<file path="src/rtl/pc_pkg.sv">
package pc_pkg;

  // ==========================================================
  // fetch address geometry
  // ==========================================================

  typedef logic [31:0] pc_address_t;          // fetch or commit byte address
  typedef logic [5:0]  block_offset_t;        // byte offset within a fetch block

  localparam int BLOCK_OFFSET_BITS = 6;       // 64 byte fetch block
  localparam int SLOTS             = 4;       // instruction slots per fetch group
  localparam int INDEX_LSB         = 12;      // table index starts here

  // one fetch group as presented by the fetch unit
  typedef struct packed {
    pc_address_t pc;                          // fetch block address
    pc_address_t pc0;                         // slot 0
    pc_address_t pc1;
    pc_address_t pc2;
    pc_address_t pc3;                         // slot 3
    pc_address_t pc4;                         // first address past the group
  } fetch_group_t;

endpackage

</file>
<file path="src/rtl/btb_pkg.sv">
package btb_pkg;

  // ==========================================================
  // table storage types
  // ==========================================================

  // one slot position of a table line
  typedef struct packed {
    logic                taken;               // branch was taken at commit
    pc_pkg::pc_address_t pc;                  // full address of the branch
    pc_pkg::pc_address_t tgt;                 // branch target
  } btb_entry_t;

  // ==========================================================
  // commit side types
  // ==========================================================

  // one committed slot, as handed over by the commit logic
  typedef struct packed {
    logic                taken;
    pc_pkg::pc_address_t pc;                  // committed address
    pc_pkg::pc_address_t tgt;                 // resolved target
  } commit_slot_t;

  typedef commit_slot_t [pc_pkg::SLOTS-1:0] commit_bundle_t;  // slot 0 in bits [64:0]
  typedef btb_entry_t   [pc_pkg::SLOTS-1:0] btb_line_t;       // same slot order

endpackage

</file>
<file path="src/rtl/btb_commit_stage.sv">
module btb_commit_stage #(
  parameter int DEPTH = 64
) (
  input  logic                        clk,
  input  logic                        rst,
  input  btb_pkg::commit_bundle_t     commit,
  output logic                        wr_en,
  output logic [$clog2(DEPTH)-1:0]    wr_index,
  output btb_pkg::btb_line_t          wr_line
);

  import pc_pkg::*;

  localparam int INDEX_BITS = $clog2(DEPTH);

  logic any_taken;                            // one or more slots taken this cycle

  // the whole line is rewritten whenever a slot in it was taken
  always_comb begin
    any_taken = 1'b0;
    for (int i = 0; i < SLOTS; i++) begin
      any_taken = any_taken | commit[i].taken;
    end
  end

  // ==========================================================
  // write request register
  // ==========================================================

  always_ff @(posedge clk) begin
    if (rst) begin
      wr_en <= 1'b0;
    end else begin
      wr_en <= any_taken;
    end
  end

  // payload is only meaningful while wr_en is high
  always_ff @(posedge clk) begin
    wr_index <= commit[0].pc[INDEX_LSB +: INDEX_BITS];  // line chosen by slot 0
    for (int i = 0; i < SLOTS; i++) begin
      wr_line[i].taken <= commit[i].taken;    // not-taken slots clear old predictions
      wr_line[i].pc    <= commit[i].pc;
      wr_line[i].tgt   <= commit[i].tgt;
    end
  end

  // a bundle seen during reset must not turn into a write afterwards
  a_no_write_after_rst : assert property (@(posedge clk) $past(rst) |-> !wr_en)
    else $error("btb_commit_stage: wr_en high in the cycle after reset");

endmodule

</file>
<file path="config.mk">
export PLATFORM = sky130hd
export DESIGN_NAME = btb_commit_stage
export DESIGN_NICKNAME = d
export VERILOG_FILES = /design/src/rtl/pc_pkg.sv /design/src/rtl/btb_pkg.sv /design/src/rtl/btb_commit_stage.sv
export SDC_FILE = /design/constraint.sdc
export NUM_CORES = 1
export LEC_CHECK = 0
export ABC_AREA = 1
export BUFFER_PORTS_ARGS = -buffer_cell sky130_fd_sc_hd__buf_2
export CAP_MARGIN = 20
export CORE_AREA = 4 4 203 205
export DETAILED_ROUTE_END_ITERATION = 8
export DIE_AREA = 0 0 207 209
export HOLD_SLACK_MARGIN = 0.1
export PLACE_DENSITY = 0.42
export SLEW_MARGIN = 15
export SYNTH_ARGS = -nofsm -noshare
export SYNTH_HDL_FRONTEND = slang
export SYNTH_SLANG_ARGS = --single-unit
</file>
<file path="constraint.sdc">
create_clock -name clk -period 1.1 [get_ports clk]
set_input_delay 0.055 -clock clk [delete_from_list [all_inputs] [get_ports clk]]
set_output_delay 0.055 -clock clk [all_outputs]
set_load 0.02 [all_outputs]
</file>
==> flow_summary.yaml, run 1 <==
synthesis:
  syn_area_mm2: 0.00528
  avgSynthCellArea_um2: 19.6
  synthCells: 270
  syn_nets: 532
  yosysSeqAreaShare_pct: 98.9
  synth_warnings: 0
  synth.distinct_cells: 4
  yosys_register_bits: 261
clocking:
  cts-buffers-inserted: 28
  cts_max_path_buffers: 3
  cts.sinks: 261
  cts_tree: "done"
  cts-root-buf: "clkbuf_16"
  cts_setup_buffers: 0
  cts-htree-levels: 1
  clkTransAtPathRegs_ns: 0.06
route:
  drc: 0
  num_vias: 5182
  drt_pass1_iterations: 4
  wl_per_cell_um: 15.2
  ant_nets: 0
  drt_iter0_drc: 142
  wl_mm: 24.8
  routed_via_density: 3.19
setup_path:
  critPathRequiredTime_ns: 1.04
  startpoint: "wr_line[48]"
  critPathBufInv: 1
  slowest_delay_ns: 0.36
  cp-end-kind: "primary output"
  path_class: "register to primary output"
  start_kind: "register"
  slowest_stage: "dfxtp_2"
  cp_cell_sequence: "buf_6"
  path_max_fanout: 2
  cp.arrival_ns: 1.02
  cp_top_family: "flip-flops"
cells_and_area:
  area_growth_pct: 147
  finish.utilization_pct: 33.1
  layout.cells.non_filler: 1626
  fin_nets: 1347
  design_area_mm2: 0.0131
  drive_above_1_share_pct: 57.3
placed_design:
  io_buffers: 528
  gpl.final_weighted_congestion: 0.876
  hpwl_mm: 16.4
  dp_cells: 1317
  place_area_mm2: 0.00854
  place_ws_ns: 0.502
floorplan:
  row_count: 73
  die_w_um: 207
  die_h_um: 209
  pin_count: 529
  core_mm2: 0.0395
  die_area_mm2: 0.0433
  start_util_pct: 13.4
sta:
  rsz0062_at_grt: "true"
  max_freq_mhz: 926
  setup_slack_ns: 0.0202
  period_needed_ns: 1.08
  fin_crit_sh_pct: 98.2
  hold_violations: 0
  tightest_slew_ns: 0.177
  relSlewSlack_pct: 88.2
  setup_viol: 0
  finalMaxSlewViolations: 0
  fin_tns_setup_ns: 0
pwr:
  peakVddDrop_mv: 1.26
  p_leak_nw: 6.14
  power_density_mw_per_mm2: 1720
min_path:
  hold_start: "commit[103]"
  min_path_type: "input pin to register"
status:
  status: "completed"
global_routing:
  grt-ovfl-total: 0
  grt_pass1_wl_mm: 35.9
  antenna_found_initial: 1
  track_usage_pct: 10.6
  grt_max_degree: 14
  grt_pass1_vias: 5996
job:
  cap_violations: 0
-- routing by layer --
| metal | vias up | track usage [%] | part of all wire [%] |
|---|---|---|---|
| met5 | - | 0 | 0 |
| met3 | 49 | 3.89 | 8.5 |
| met2 | 301 | 19.9 | 55 |
| li1 | 2457 | - | - |
| met4 | 0 | 4.72 | 3.3 |
| met1 | 2375 | 10.3 | 33 |
-- area by class of cell --
| cell class | count | area (µm²) |
|---|---|---|
| antenna | 1 | 2.50 |
| clock buffer | 37 | 796 |
| clock inverter | 8 | 115 |
| fill | 3876 | 26400 |
| multi-input combinational | 3 | 12.5 |
| sequential | 261 | 5300 |
| tap | 525 | 657 |
| timing repair buffer | 791 | 6170 |
-- synth_stat cells (all sizes together) --
master / instances / area share, %
nor2: 2 / 0.14
buf: 6 / 0.85
dfxtp: 261 / 99
a21oi: 1 / 0.095
-- registers in the layout (all words and copies together), names as in the netlist --
name and cells:
wr_line 260, wr_en 1
-- power breakdown --
part           switching [mW]  internal [mW]  total, mW  leakage [nW]
clock                    3.67           5.70       9.38         0.453
sequential              0.181           9.99       10.2          2.20
combinational            1.25           1.61       2.86          3.49
-- cells in the final DEF (no fill, tap or decap), drive strengths merged --
master,instances
nor2,2
dlygate4sd3,263
dfxtp,261
buf,528
clkinv,5
a21oi,1
bufinv,3
diode,1
clkbuf,37
-- stage by stage --
stage | total power [mW] | hold WS, ns
floorplan | 11.0 | 0.0827
global placement | 12.0 | 0.158
detailed placement | 12.0 | 0.159
CTS | 22.4 | 0.101
global route | 23.3 | 0.108
finish | 22.4 | 0.145
-- final timing paths --
| check | depth (start not counted) | slack (ns) | to |
|---|---|---|---|
| worst min-delay path | 2 | 0.15 | wr_line[103] |
| worst max-delay path | 1 | 0.02 | wr_index[4] |
-- kinds of logic (layout without fill, tap and decap cells) --
family / after synthesis / in the layout / share of synthesized area [%]
DFF: 261 / 261 / 98.9
AOI/OAI and AO/OA: 1 / 1 / 0.0947
and+or+nand+nor: 2 / 2 / 0.142
buffers and inverters: 6 / 836 / 0.853
other: 0 / 1 / 0
-- timing repair --
item / in CTS / in global routing
hold buffers: 263 / 0
resized for setup: 141 / 237
hold endpoints to repair: 261 / 0
setup endpoints to repair: 107 / 168
Note: power is estimated with default switching activity, not from simulation.
==> run 2, diff against run 1 <==
- CORE_AREA: 4 4 203 205 -> 4 4 206 208
- DIE_AREA: 0 0 207 209 -> 0 0 210 212
- clock period: 1.1 -> 1.01 ns (I/O delays scaled with it)
==> flow_summary.yaml, run 2 (synthesis results as in run 1) <==
cells_and_area:
  fin_nets: 1344
  reg_top3: "wr_line (260), wr_en (1)"
  design_area_mm2: 0.0141
  largest-register: "wr_line"
  area_growth_pct: 167
  final_cell_mix: "265 x buf_6, 261 x dlygate4sd3_1, 261 x buf_2, 261 x dfxtp_2, 27 x clkbuf_16"
  drive_above_1_share_pct: 75.7
  largest_reg_flops: 260
  layout_commonest_cell: "buf_6"
sta:
  fin_crit_sh_pct: 106
  relSlewSlack_pct: 89.0
  tightest_slew_ns: 0.164
  rsz0062_at_grt: "true"
  hold_violations: 0
  finalMaxSlewViolations: 0
  period_needed_ns: 1.07
  setup_viol: 248
  max_freq_mhz: 933
  setup_slack_ns: -0.0613
pwr:
  power_density_mw_per_mm2: 1770
  p_leak_nw: 6.40
  p_seq_share_pct: 45.2
  netSwitchingPower_mw: 5.69
  p_int_mw: 19.2
  finalPower_mw: 24.9
  peakVddDrop_mv: 1.22
  p_clk_share_pct: 41.2
  combPwrFrac_pct: 13.6
  switching_share_pct: 22.9
setup_path:
  slowest_delay_ns: 0.36
  critPathBufInv: 1
  path_max_fanout: 2
  cp.arrival_ns: 1.02
  startpoint: "wr_line[48]"
  slowest_stage: "dfxtp_2"
  path_class: "register to primary output"
  cp-endpoint: "wr_line[48]"
  cp.depth: 1
  critPathRequiredTime_ns: 0.96
  cp-end-kind: "primary output"
  cp_cell_sequence: "buf_6"
  start_kind: "register"
  cp_top_family: "flip-flops"
global_routing:
  grt_pass1_wl_mm: 35.5
  track_usage_pct: 10.3
  grt_max_degree: 15
  grt_pass1_vias: 6024
  antenna_found_initial: 4
  grt-ovfl-total: 0
placed_design:
  place_area_mm2: 0.00855
  hpwl_mm: 16.0
  gpl.final_weighted_congestion: 0.792
  io_buffers: 528
clocking:
  cts_tree: "done"
  cts-htree-levels: 1
  cts-buffers-inserted: 27
  cts.sinks: 261
  cts_max_path_buffers: 3
  clkTransAtPathRegs_ns: 0.06
  cts-root-buf: "clkbuf_16"
min_path:
  min_path_type: "input pin to register"
  hold_start: "commit[72]"
route:
  ant_nets: 0
  num_vias: 5227
  drt_iter0_drc: 139
  wl_mm: 24.9
  drc: 0
  routed_via_density: 3.19
  drt_pass1_iterations: 4
  wl_per_cell_um: 15.2
floorplan:
  row_count: 74
  pin_count: 529
  start_util_pct: 13.0
  die_area_mm2: 0.0445
  die_w_um: 210
  die_h_um: 212
  core_mm2: 0.0406
status:
  violations: "negative setup slack"
  status: "complete, but fails checks"
job:
  cap_violations: 0
[run 2: cell types whose count changed in the layout (fill, tap and decap cells not counted), sizes merged]
| cell | delta |
|---|---|
| diode | +2 |
| inv | +1 |
| clkinv | +2 |
| dlygate4sd3 | -2 |
| clkbuf | +1 |
[run 2: layer usage]
layer	GRT usage, %	up-vias	share of wire [%]
met5	0	-	0.052
met4	5.06	2	4.2
met3	3.29	70	7.9
met2	19.4	278	55
met1	10.1	2415	33
li1	-	2462	-
[run 2: worst min path at each step]
| stage | cells past startpoint | endpoint | slack [ns] |
|---|---|---|---|
| final | 2 | wr_line[72] | 0.15 |
| after global routing | 2 | wr_line[109] | 0.12 |
| after global placement | 1 | wr_line[122] | 0.15 |
| after detailed placement | 1 | wr_line[78] | 0.15 |
| after floorplan | 0 | wr_line[0] | 0.08 |
| after CTS | 2 | wr_line[139] | 0.10 |
[run 2: final cells by class]
cell class / instances / area, µm²
repair buffers: 789 / 6920
clock inverters: 11 / 140
fillers: 3817 / 26500
multi-input cells: 3 / 12.5
diodes: 3 / 7.51
well taps: 532 / 666
flip-flops and latches: 261 / 5550
clock buffers: 38 / 787
[run 2: power groups by stage]
stage / clock, mW / sequential, mW / combinational [mW]
2_1_floorplan: 0 / 11.9 / 0.0368
3_5_place_dp: 0 / 11.2 / 1.89
3_3_place_gp: 0 / 11.2 / 1.90
4_1_cts: 10.6 / 11.2 / 3.35
5_1_grt: 11.0 / 11.3 / 3.54
6_report: 10.2 / 11.2 / 3.38
[run 2: metrics by stage]
step	hold WS [ns]	utilization (%)	TNS [ns]	instances	setup WS, ns
global route	0.120	34.7	-14.74	1634	-0.110
global placement	0.153	21.1	0	1324	0.440
finish	0.148	34.7	-2.41	1637	-0.0613
floorplan	0.0782	-	0	270	0.365
detailed placement	0.154	21.1	0	1324	0.453
CTS	0.102	34.6	-13.78	1634	-0.0977
[run 2: timing repair]
action                                  in CTS  in global routing
endpoints found under the setup margin     267                267
buffers inserted                             0                  0
hold buffers                               261                  0
pin swaps                                    0                  0
gates resized for setup                    781                 12
endpoints found under the hold margin      261                  0
