## config.mk

```make
export PLATFORM = sky130hd
export DESIGN_NAME = btb_predict
export DESIGN_NICKNAME = d
export VERILOG_FILES = /design/src/rtl/pc_pkg.sv /design/src/rtl/btb_pkg.sv /design/src/rtl/btb_predict.sv
export SDC_FILE = /design/constraint.sdc
export NUM_CORES = 1
export LEC_CHECK = 0
export BUFFER_PORTS_ARGS = -buffer_cell sky130_fd_sc_hd__buf_2
export CAP_MARGIN = 0
export CORE_AREA = 2 2 204 206
export DETAILED_ROUTE_END_ITERATION = 8
export DIE_AREA = 0 0 206 208
export GPL_TIMING_DRIVEN = 0
export PLACE_DENSITY = 0.39
export SLEW_MARGIN = 40
export SYNTH_ARGS = -nofsm -noshare
export SYNTH_HDL_FRONTEND = slang
export SYNTH_SLANG_ARGS = --single-unit
```

## constraint.sdc

```tcl
create_clock -name vclk -period 2.5
set_clock_uncertainty 0.15 [all_clocks]
set_input_delay 0 -clock vclk [all_inputs]
set_output_delay 0 -clock vclk [all_outputs]
set_load 0.02 [all_outputs]
```

## src/rtl/pc_pkg.sv

```systemverilog
package pc_pkg;

  // ==========================================================
  // fetch address geometry
  // ==========================================================

  typedef logic [31:0] pc_address_t;          // fetch or commit byte address
  typedef logic [5:0]  block_offset_t;        // byte offset within a fetch block

  localparam int BLOCK_OFFSET_BITS = 6;       // 64 byte fetch block
  localparam int SLOTS             = 4;       // instruction slots per fetch group
  localparam int INDEX_LSB         = 12;      // table index starts here

  // one fetch group as presented by the fetch unit
  typedef struct packed {
    pc_address_t pc;                          // fetch block address
    pc_address_t pc0;                         // slot 0
    pc_address_t pc1;
    pc_address_t pc2;
    pc_address_t pc3;                         // slot 3
    pc_address_t pc4;                         // first address past the group
  } fetch_group_t;

endpackage

```

## src/rtl/btb_pkg.sv

```systemverilog
package btb_pkg;

  // ==========================================================
  // table storage types
  // ==========================================================

  // one slot position of a table line
  typedef struct packed {
    logic                taken;               // branch was taken at commit
    pc_pkg::pc_address_t pc;                  // full address of the branch
    pc_pkg::pc_address_t tgt;                 // branch target
  } btb_entry_t;

  // ==========================================================
  // commit side types
  // ==========================================================

  // one committed slot, as handed over by the commit logic
  typedef struct packed {
    logic                taken;
    pc_pkg::pc_address_t pc;                  // committed address
    pc_pkg::pc_address_t tgt;                 // resolved target
  } commit_slot_t;

  typedef commit_slot_t [pc_pkg::SLOTS-1:0] commit_bundle_t;  // slot 0 in bits [64:0]
  typedef btb_entry_t   [pc_pkg::SLOTS-1:0] btb_line_t;       // same slot order

endpackage

```

## src/rtl/btb_predict.sv

```systemverilog
module btb_predict (
  input  pc_pkg::fetch_group_t fetch,
  input  btb_pkg::btb_line_t   rd_line,
  input  logic                 rd_valid,
  input  logic                 branchmiss,
  input  pc_pkg::pc_address_t  misspc,
  output pc_pkg::pc_address_t  next_pc,
  output logic                 takb
);

  import pc_pkg::*;

  localparam int PC_BITS = $bits(pc_address_t);

  typedef logic [PC_BITS-BLOCK_OFFSET_BITS-1:0] block_addr_t;  // address above the offset

  pc_address_t   slot_pc [SLOTS];             // fetch address per slot
  logic [SLOTS-1:0] slot_hit;                 // address match on a taken entry
  block_addr_t   fetch_block;
  block_addr_t   end_block;
  block_offset_t end_offset;
  pc_address_t   seq_pc;                      // fall-through address

  assign slot_pc[0] = fetch.pc0;
  assign slot_pc[1] = fetch.pc1;
  assign slot_pc[2] = fetch.pc2;
  assign slot_pc[3] = fetch.pc3;

  // ==========================================================
  // per slot compare
  // ==========================================================

  always_comb begin
    for (int i = 0; i < SLOTS; i++) begin
      slot_hit[i] = rd_valid && rd_line[i].taken && (rd_line[i].pc == slot_pc[i]);
    end
  end

  // ==========================================================
  // sequential address
  // ==========================================================

  assign fetch_block = fetch.pc[PC_BITS-1:BLOCK_OFFSET_BITS];
  assign end_block   = fetch.pc4[PC_BITS-1:BLOCK_OFFSET_BITS];
  assign end_offset  = fetch.pc4[BLOCK_OFFSET_BITS-1:0];

  // group end stays in the block, else start of the next block
  assign seq_pc = (end_block == fetch_block) ? {fetch_block, end_offset}
                                             : {fetch_block + 1'b1, block_offset_t'(0)};

  // ==========================================================
  // next fetch select
  // ==========================================================

  always_comb begin
    next_pc = seq_pc;
    takb    = 1'b0;
    // walk down so the lowest hitting slot is applied last
    for (int i = SLOTS - 1; i >= 0; i--) begin
      if (slot_hit[i]) begin
        next_pc = rd_line[i].tgt;
        takb    = 1'b1;
      end
    end
    if (branchmiss) begin                     // redirect beats any prediction
      next_pc = misspc;
      takb    = 1'b1;
    end
  end

  // a predicted redirect always has a table hit behind it
  always_comb begin
    if (!branchmiss) begin
      a_takb_has_hit : assert (!takb || (|slot_hit))
        else $error("btb_predict: takb without a slot hit");
    end
  end

endmodule

```

==> results of run 1 <==
-- logic make-up after synthesis --
kind of cell,count (synthesis),synth area share [%]
AO/OA/AOI/OAI,156,25.1
multiplexers,7,1.67
AND/OR/NAND/NOR,247,31.0
XOR/XNOR,174,36.3
adder cells (fa/ha/maj),1,0.298
buffers and inverters,45,5.69
-- metrics by stage --
| stage | area (µm²) | cells | util, % | TNS (ns) | power, mW |
|---|---|---|---|---|---|
| floorplan | 4200 | 630 | - | 0 | 0.401 |
| global placement | 7430 | 1674 | 18.3 | -31.72 | 1.03 |
| detailed placement | 7460 | 1675 | 18.4 | -20.43 | 1.03 |
| CTS | 7950 | 1693 | 19.6 | -0.0233 | 1.09 |
| global route | 8580 | 1716 | 21.2 | -0.618 | 1.24 |
| finish | 8580 | 1716 | 21.2 | 0 | 1.14 |
-- synthesized netlist by cell type (7+ instances only) --
| cell | number |
|---|---|
| o211a_1 | 9 |
| a21oi_1 | 27 |
| nand2_1 | 58 |
| nand4_1 | 31 |
| clkbuf_1 | 13 |
| o21a_1 | 15 |
| o21ai_0 | 36 |
| buf_2 | 10 |
| nor2_1 | 55 |
| inv_1 | 10 |
| a211oi_1 | 16 |
| o211ai_1 | 8 |
| nor4_1 | 24 |
| xor2_1 | 94 |
| mux2i_1 | 7 |
| nand3_1 | 29 |
| nor3_1 | 13 |
| a31oi_1 | 13 |
| xnor2_1 | 80 |
-- power breakdown --
| part | switching [mW] | total, mW | internal, mW |
|---|---|---|---|
| Sequential | 0 | 0 | 0 |
| Clock | 0 | 0.000000232 | 0.000000231 |
| Combinational | 0.578 | 1.14 | 0.562 |
-- cell type report --
type | count | area share, %
inverters | 13 | 0.773
repair buffers | 548 | 35.2
multi-input cells | 585 | 52.5
well taps | 532 | 7.76
plain buffers | 31 | 3.59
diodes | 7 | 0.204
-- what timing repair did --
action,CTS,global route
pin swaps,19,44
gates cloned,0,0
setup buffers,19,16
endpoints found under the hold margin,0,0
endpoints found under the setup margin,33,30
resized for setup,77,111
-- per-layer routing --
| layer | vias up | routed length (µm) |
|---|---|---|
| li1 | 3397 | - |
| met1 | 3222 | 15500 |
| met2 | 281 | 17600 |
| met3 | 22 | 2130 |
| met4 | 4 | 378 |
| met5 | - | 22 |
-- worst max path at each step --
stage | to | from | slack, ns | cells past startpoint
after floorplan | next_pc[29] | fetch[166] | 0.24 | 11
after global placement | next_pc[7] | fetch[133] | -1.27 | 8
after detailed placement | next_pc[7] | fetch[133] | -0.96 | 9
after CTS | next_pc[21] | rd_line[165] | -0.02 | 11
after global routing | next_pc[8] | fetch[133] | -0.08 | 12
final | next_pc[8] | fetch[128] | 0.06 | 13
==> impl_metrics.toml, run 1 <==
[layout]
drive_gt1_share_pct = 56.8
clock_buffers = 0
finalNetCount = 1666
multi_input_area_mm2 = 0.00451
fillCellCount = 4671
area_delta_synth_final_pct = 104
final_cell_mix = "buf_2 (494), xor2_1 (86), xnor2_1 (80)"
final_common_cell = "buf_2"
seq_cell_count = 0
regArea_um2 = 0

[min_path]
holdPathStages = 3
hold_path.class = "in2out"
hold_path_end = "next_pc[1]"
min_from = "misspc[1]"

[routing]
wl_per_cell_um = 20.8
routed_wl_um = 35600
ant_nets = 0
vias = 6926
first_pass_iters = 6
dr.first_iter.drc_count = 306
vias_per_cell = 4.04
drc_errors = 0

[timing]
worst_pin_slew_ns = 0.782
fmax_mhz = 410
finalSetupViolCount = 0
drv_slew = 0
whs_ns = 0.180
hold_viol_final = 0
layout_min_cycle_time_ns = 2.44
period_share_pct = 97.6
fin_ws_ns = 0.0602
rsz0062_at_grt = "yes"
slew_headroom_pct = 47.8

[grt]
grt_pass1_wl_um = 47600
grt_use_met1_pct = 19.7
grt-busiest-layer = "met2"
antenna_found_initial = 11
grt_max_degree = 11
grt_use_met3_pct = 2.13
overflow = 0
grt_pass1_vias = 7140
track_usage_pct = 15.3
use_met2_pct = 27.5

[worst_setup_path]
crit_path_top_delay_cell = "or4_4"
cp-start-kind = "input port"
required_ns = 2.35
cp_top_family = "simple AND/OR/NAND/NOR gates"
path_cells = "buf_2 > xor2_1 > nor4_1 > nand4_1 > buf_6 > or4_4 > buf_12 > buf_12 > nand3_2 > a21oi_2 > a21oi_2 > o31ai_4 > buf_6"
end_kind = "output port"
crit_type = "in2out"
worstPathArrival_ns = 2.29
cp_num_buf_inv = 5
crit_fanout = 10
critPathMaxStageDelay_ns = 0.50

[logic_synthesis]
avgSynthCellArea_um2 = 6.67
yosys.cell_types.count = 57
synth_area_leaders = "xor2_1 (20%), xnor2_1 (17%), nand2_1 (5.2%), nor2_1 (4.9%), nand4_1 (4.6%)"
syn_inst = 630
seq_area_frac_synth_pct = 0
synthDominantCellAreaShare_pct = 19.6
yosysTopAreaCell = "xor2_1"
yosys_warnings = 0
synth_nets = 1117
syn_area_mm2 = 0.00420

[floorplan]
design.core.area_mm2 = 0.0406
ioPinCount = 519
row_count = 74
initial_core_util_pct = 10.4
die_y_um = 208
fp.dieW_um = 206
dieArea_mm2 = 0.0428

[place]
place_ws_ns = -0.962
gp_congestion = 0.870
hpwl_um = 30800
portBuffers = 512

[pwr]
powerDensity_mw_per_mm2 = 133
leakage_nw = 3.95
irDropWorstVdd_mv = 0.0562

[flow_run]
maxCapViolCount = 0

[outcome]
status = "finished clean"

[clock_network]
hold_buffers = 0
Note: power is estimated with default switching activity, not from simulation.
==> run 2: changes to the inputs <==
- BUFFER_PORTS_ARGS: -buffer_cell sky130_fd_sc_hd__buf_2 -> -buffer_cell sky130_fd_sc_hd__buf_4
- CAP_MARGIN: 0 -> 20
==> run 2 against run 1 <==
  * Global-route usage grew 0.90 points
  * Die area is the same
  * Non-clock buffer count grew 5
  * Sequential share of layout area is the same
  * First-iteration DRC count grew 12%
  * Hold slack lost 0.0071 ns
  * Flip-flop and latch count is the same
  * Combinational power grew 18%
  * Critical path depth shrank 2
  * Total power grew 19%
  * Routed wire length grew 4.4%
  * Via count grew 1.4%
  * Critical path type unchanged
  * Critical endpoint is now next_pc[23]
  * Largest power group unchanged
  * Highest routed layer unchanged
==> impl_metrics.toml, run 2 (synthesized netlist as in run 1, its figures left out) <==
[worst_setup_path]
worstPathArrival_ns = 2.29
crit_type = "in2out"
end_kind = "output port"
cp-start-kind = "input port"
crit_fanout = 7
required_ns = 2.35

[timing]
slew_headroom_pct = 51.7
worst_pin_slew_ns = 0.725
hold_viol_final = 0
period_share_pct = 97.6
rsz0062_at_grt = "yes"
fin_ws_ns = 0.0591
drv_slew = 0
layout_min_cycle_time_ns = 2.44
finalSetupViolCount = 0
fmax_mhz = 410

[grt]
overflow = 0
antenna_found_initial = 6
track_usage_pct = 16.2
grt_max_degree = 11
grt_pass1_vias = 7509
grt_pass1_wl_um = 50500

[pwr]
clkPwrFrac_pct = 0
combinationalPowerShare_pct = 100.0
irDropWorstVdd_mv = 0.0493
leakage_nw = 4.39
power.switching_mw = 0.572
p_int_mw = 0.780
share_seq_of_total_power_pct = 0
switching_share_pct = 42.3
powerDensity_mw_per_mm2 = 137

[layout]
drive_gt1_share_pct = 56.9
final_cell_mix = "buf_4 (530), xor2_1 (89), xnor2_1 (78)"
area_delta_synth_final_pct = 134
seq_cell_count = 0
clock_buffers = 0
postLayoutCoreUtil_pct = 24.3
final_common_cell = "buf_4"
regArea_um2 = 0
finalNetCount = 1671
fillCellCount = 4579

[place]
gp_congestion = 0.839
hpwl_um = 32000
portBuffers = 512
place_ws_ns = -0.921

[flow_run]
maxCapViolCount = 0

[routing]
wl_per_cell_um = 21.7
vias = 7022
vias_per_cell = 4.09
first_pass_iters = 5
routed_wl_um = 37200
dr.first_iter.drc_count = 344
drc_errors = 0
ant_nets = 0

[floorplan]
ioPinCount = 519
design.core.area_mm2 = 0.0406
fp.dieW_um = 206
die_y_um = 208
row_count = 74
dieArea_mm2 = 0.0428
initial_core_util_pct = 10.4

[outcome]
status = "finished clean"

[min_path]
hold_path.class = "in2out"

[clock_network]
hold_buffers = 0
==> run 2: cell count changes in the layout (fill, tap and decap cells not counted), moves of 3 or more <==
| cell | before | now |
|---|---|---|
| a21oi_1 | 21 | 18 |
| a21oi_2 | 6 | 9 |
| buf_2 | 494 | 3 |
| buf_4 | 36 | 530 |
| buf_6 | 20 | 23 |
| diode_2 | 7 | 2 |
| nand3_2 | 7 | 3 |
| nand3_4 | 0 | 5 |
| nor4_2 | 12 | 17 |
| nor4_4 | 12 | 8 |
| xor2_1 | 86 | 89 |
| xor2_2 | 8 | 4 |
==> run 2: repair_timing <==
item / 4_1_cts / 5_1_grt
setup endpoints to repair: 33 / 32
pin swaps: 34 / 52
buffers inserted: 24 / 13
resized for setup: 95 / 81
gates cloned: 2 / 1
==> run 2: power by group through the flow <==
| stage | clock (mW) | combinational [mW] | sequential (mW) |
|---|---|---|---|
| 2_1_floorplan | 0 | 0.401 | 0 |
| 3_3_place_gp | 0 | 1.26 | 0 |
| 3_5_place_dp | 0 | 1.27 | 0 |
| 4_1_cts | 0 | 1.32 | 0 |
| 5_1_grt | 0.000000107 | 1.45 | 0 |
| 6_report | 0.000000108 | 1.35 | 0 |
==> run 2: critical path, cell delays in order <==
cell	delay (ns)
buf_8	0.10
xor2_4	0.18
nor4_4	0.37
nand4_1	0.17
or4_4	0.56
buf_12	0.18
buf_12	0.15
nand3_4	0.06
a21oi_2	0.05
a221o_1	0.31
buf_6	0.15
==> run 2: per-stage QoR <==
step | power, mW | setup TNS, ns | std cells | hold slack, ns | instance area (µm²)
after floorplan | 0.401 | 0 | 630 | 0.0206 | 4200
after global placement | 1.26 | -29.66 | 1674 | 0.175 | 8710
after detailed placement | 1.27 | -18.76 | 1676 | 0.172 | 8750
after CTS | 1.32 | -0.0987 | 1701 | 0.172 | 9360
after global routing | 1.45 | -0.314 | 1716 | 0.196 | 9850
final | 1.35 | 0 | 1716 | 0.173 | 9850
==> run 2: cell type report <==
class / instances / area (µm²) / share of cell area [%]
inverter: 13 / 52.6 / 0.534
tap: 532 / 666 / 6.76
buffer: 30 / 292 / 2.96
multi-input combinational: 585 / 4510 / 45.8
antenna: 2 / 5.00 / 0.0508
timing repair buffer: 554 / 4320 / 43.9
==> run 2: worst paths after layout <==
| check | startpoint | end | depth (start not counted) |
|---|---|---|---|
| min | misspc[29] | next_pc[29] | 4 |
| max | rd_line[37] | next_pc[23] | 11 |
==> run 2: per-layer routing <==
| layer | up-vias | GRT usage [%] | part of all wire, % |
|---|---|---|---|
| li1 | 3404 | - | - |
| met1 | 3251 | 20.4 | 42 |
| met2 | 333 | 28.9 | 50 |
| met3 | 30 | 3.04 | 6.8 |
| met4 | 4 | 2.54 | 1.3 |
| met5 | - | 0 | 0.073 |
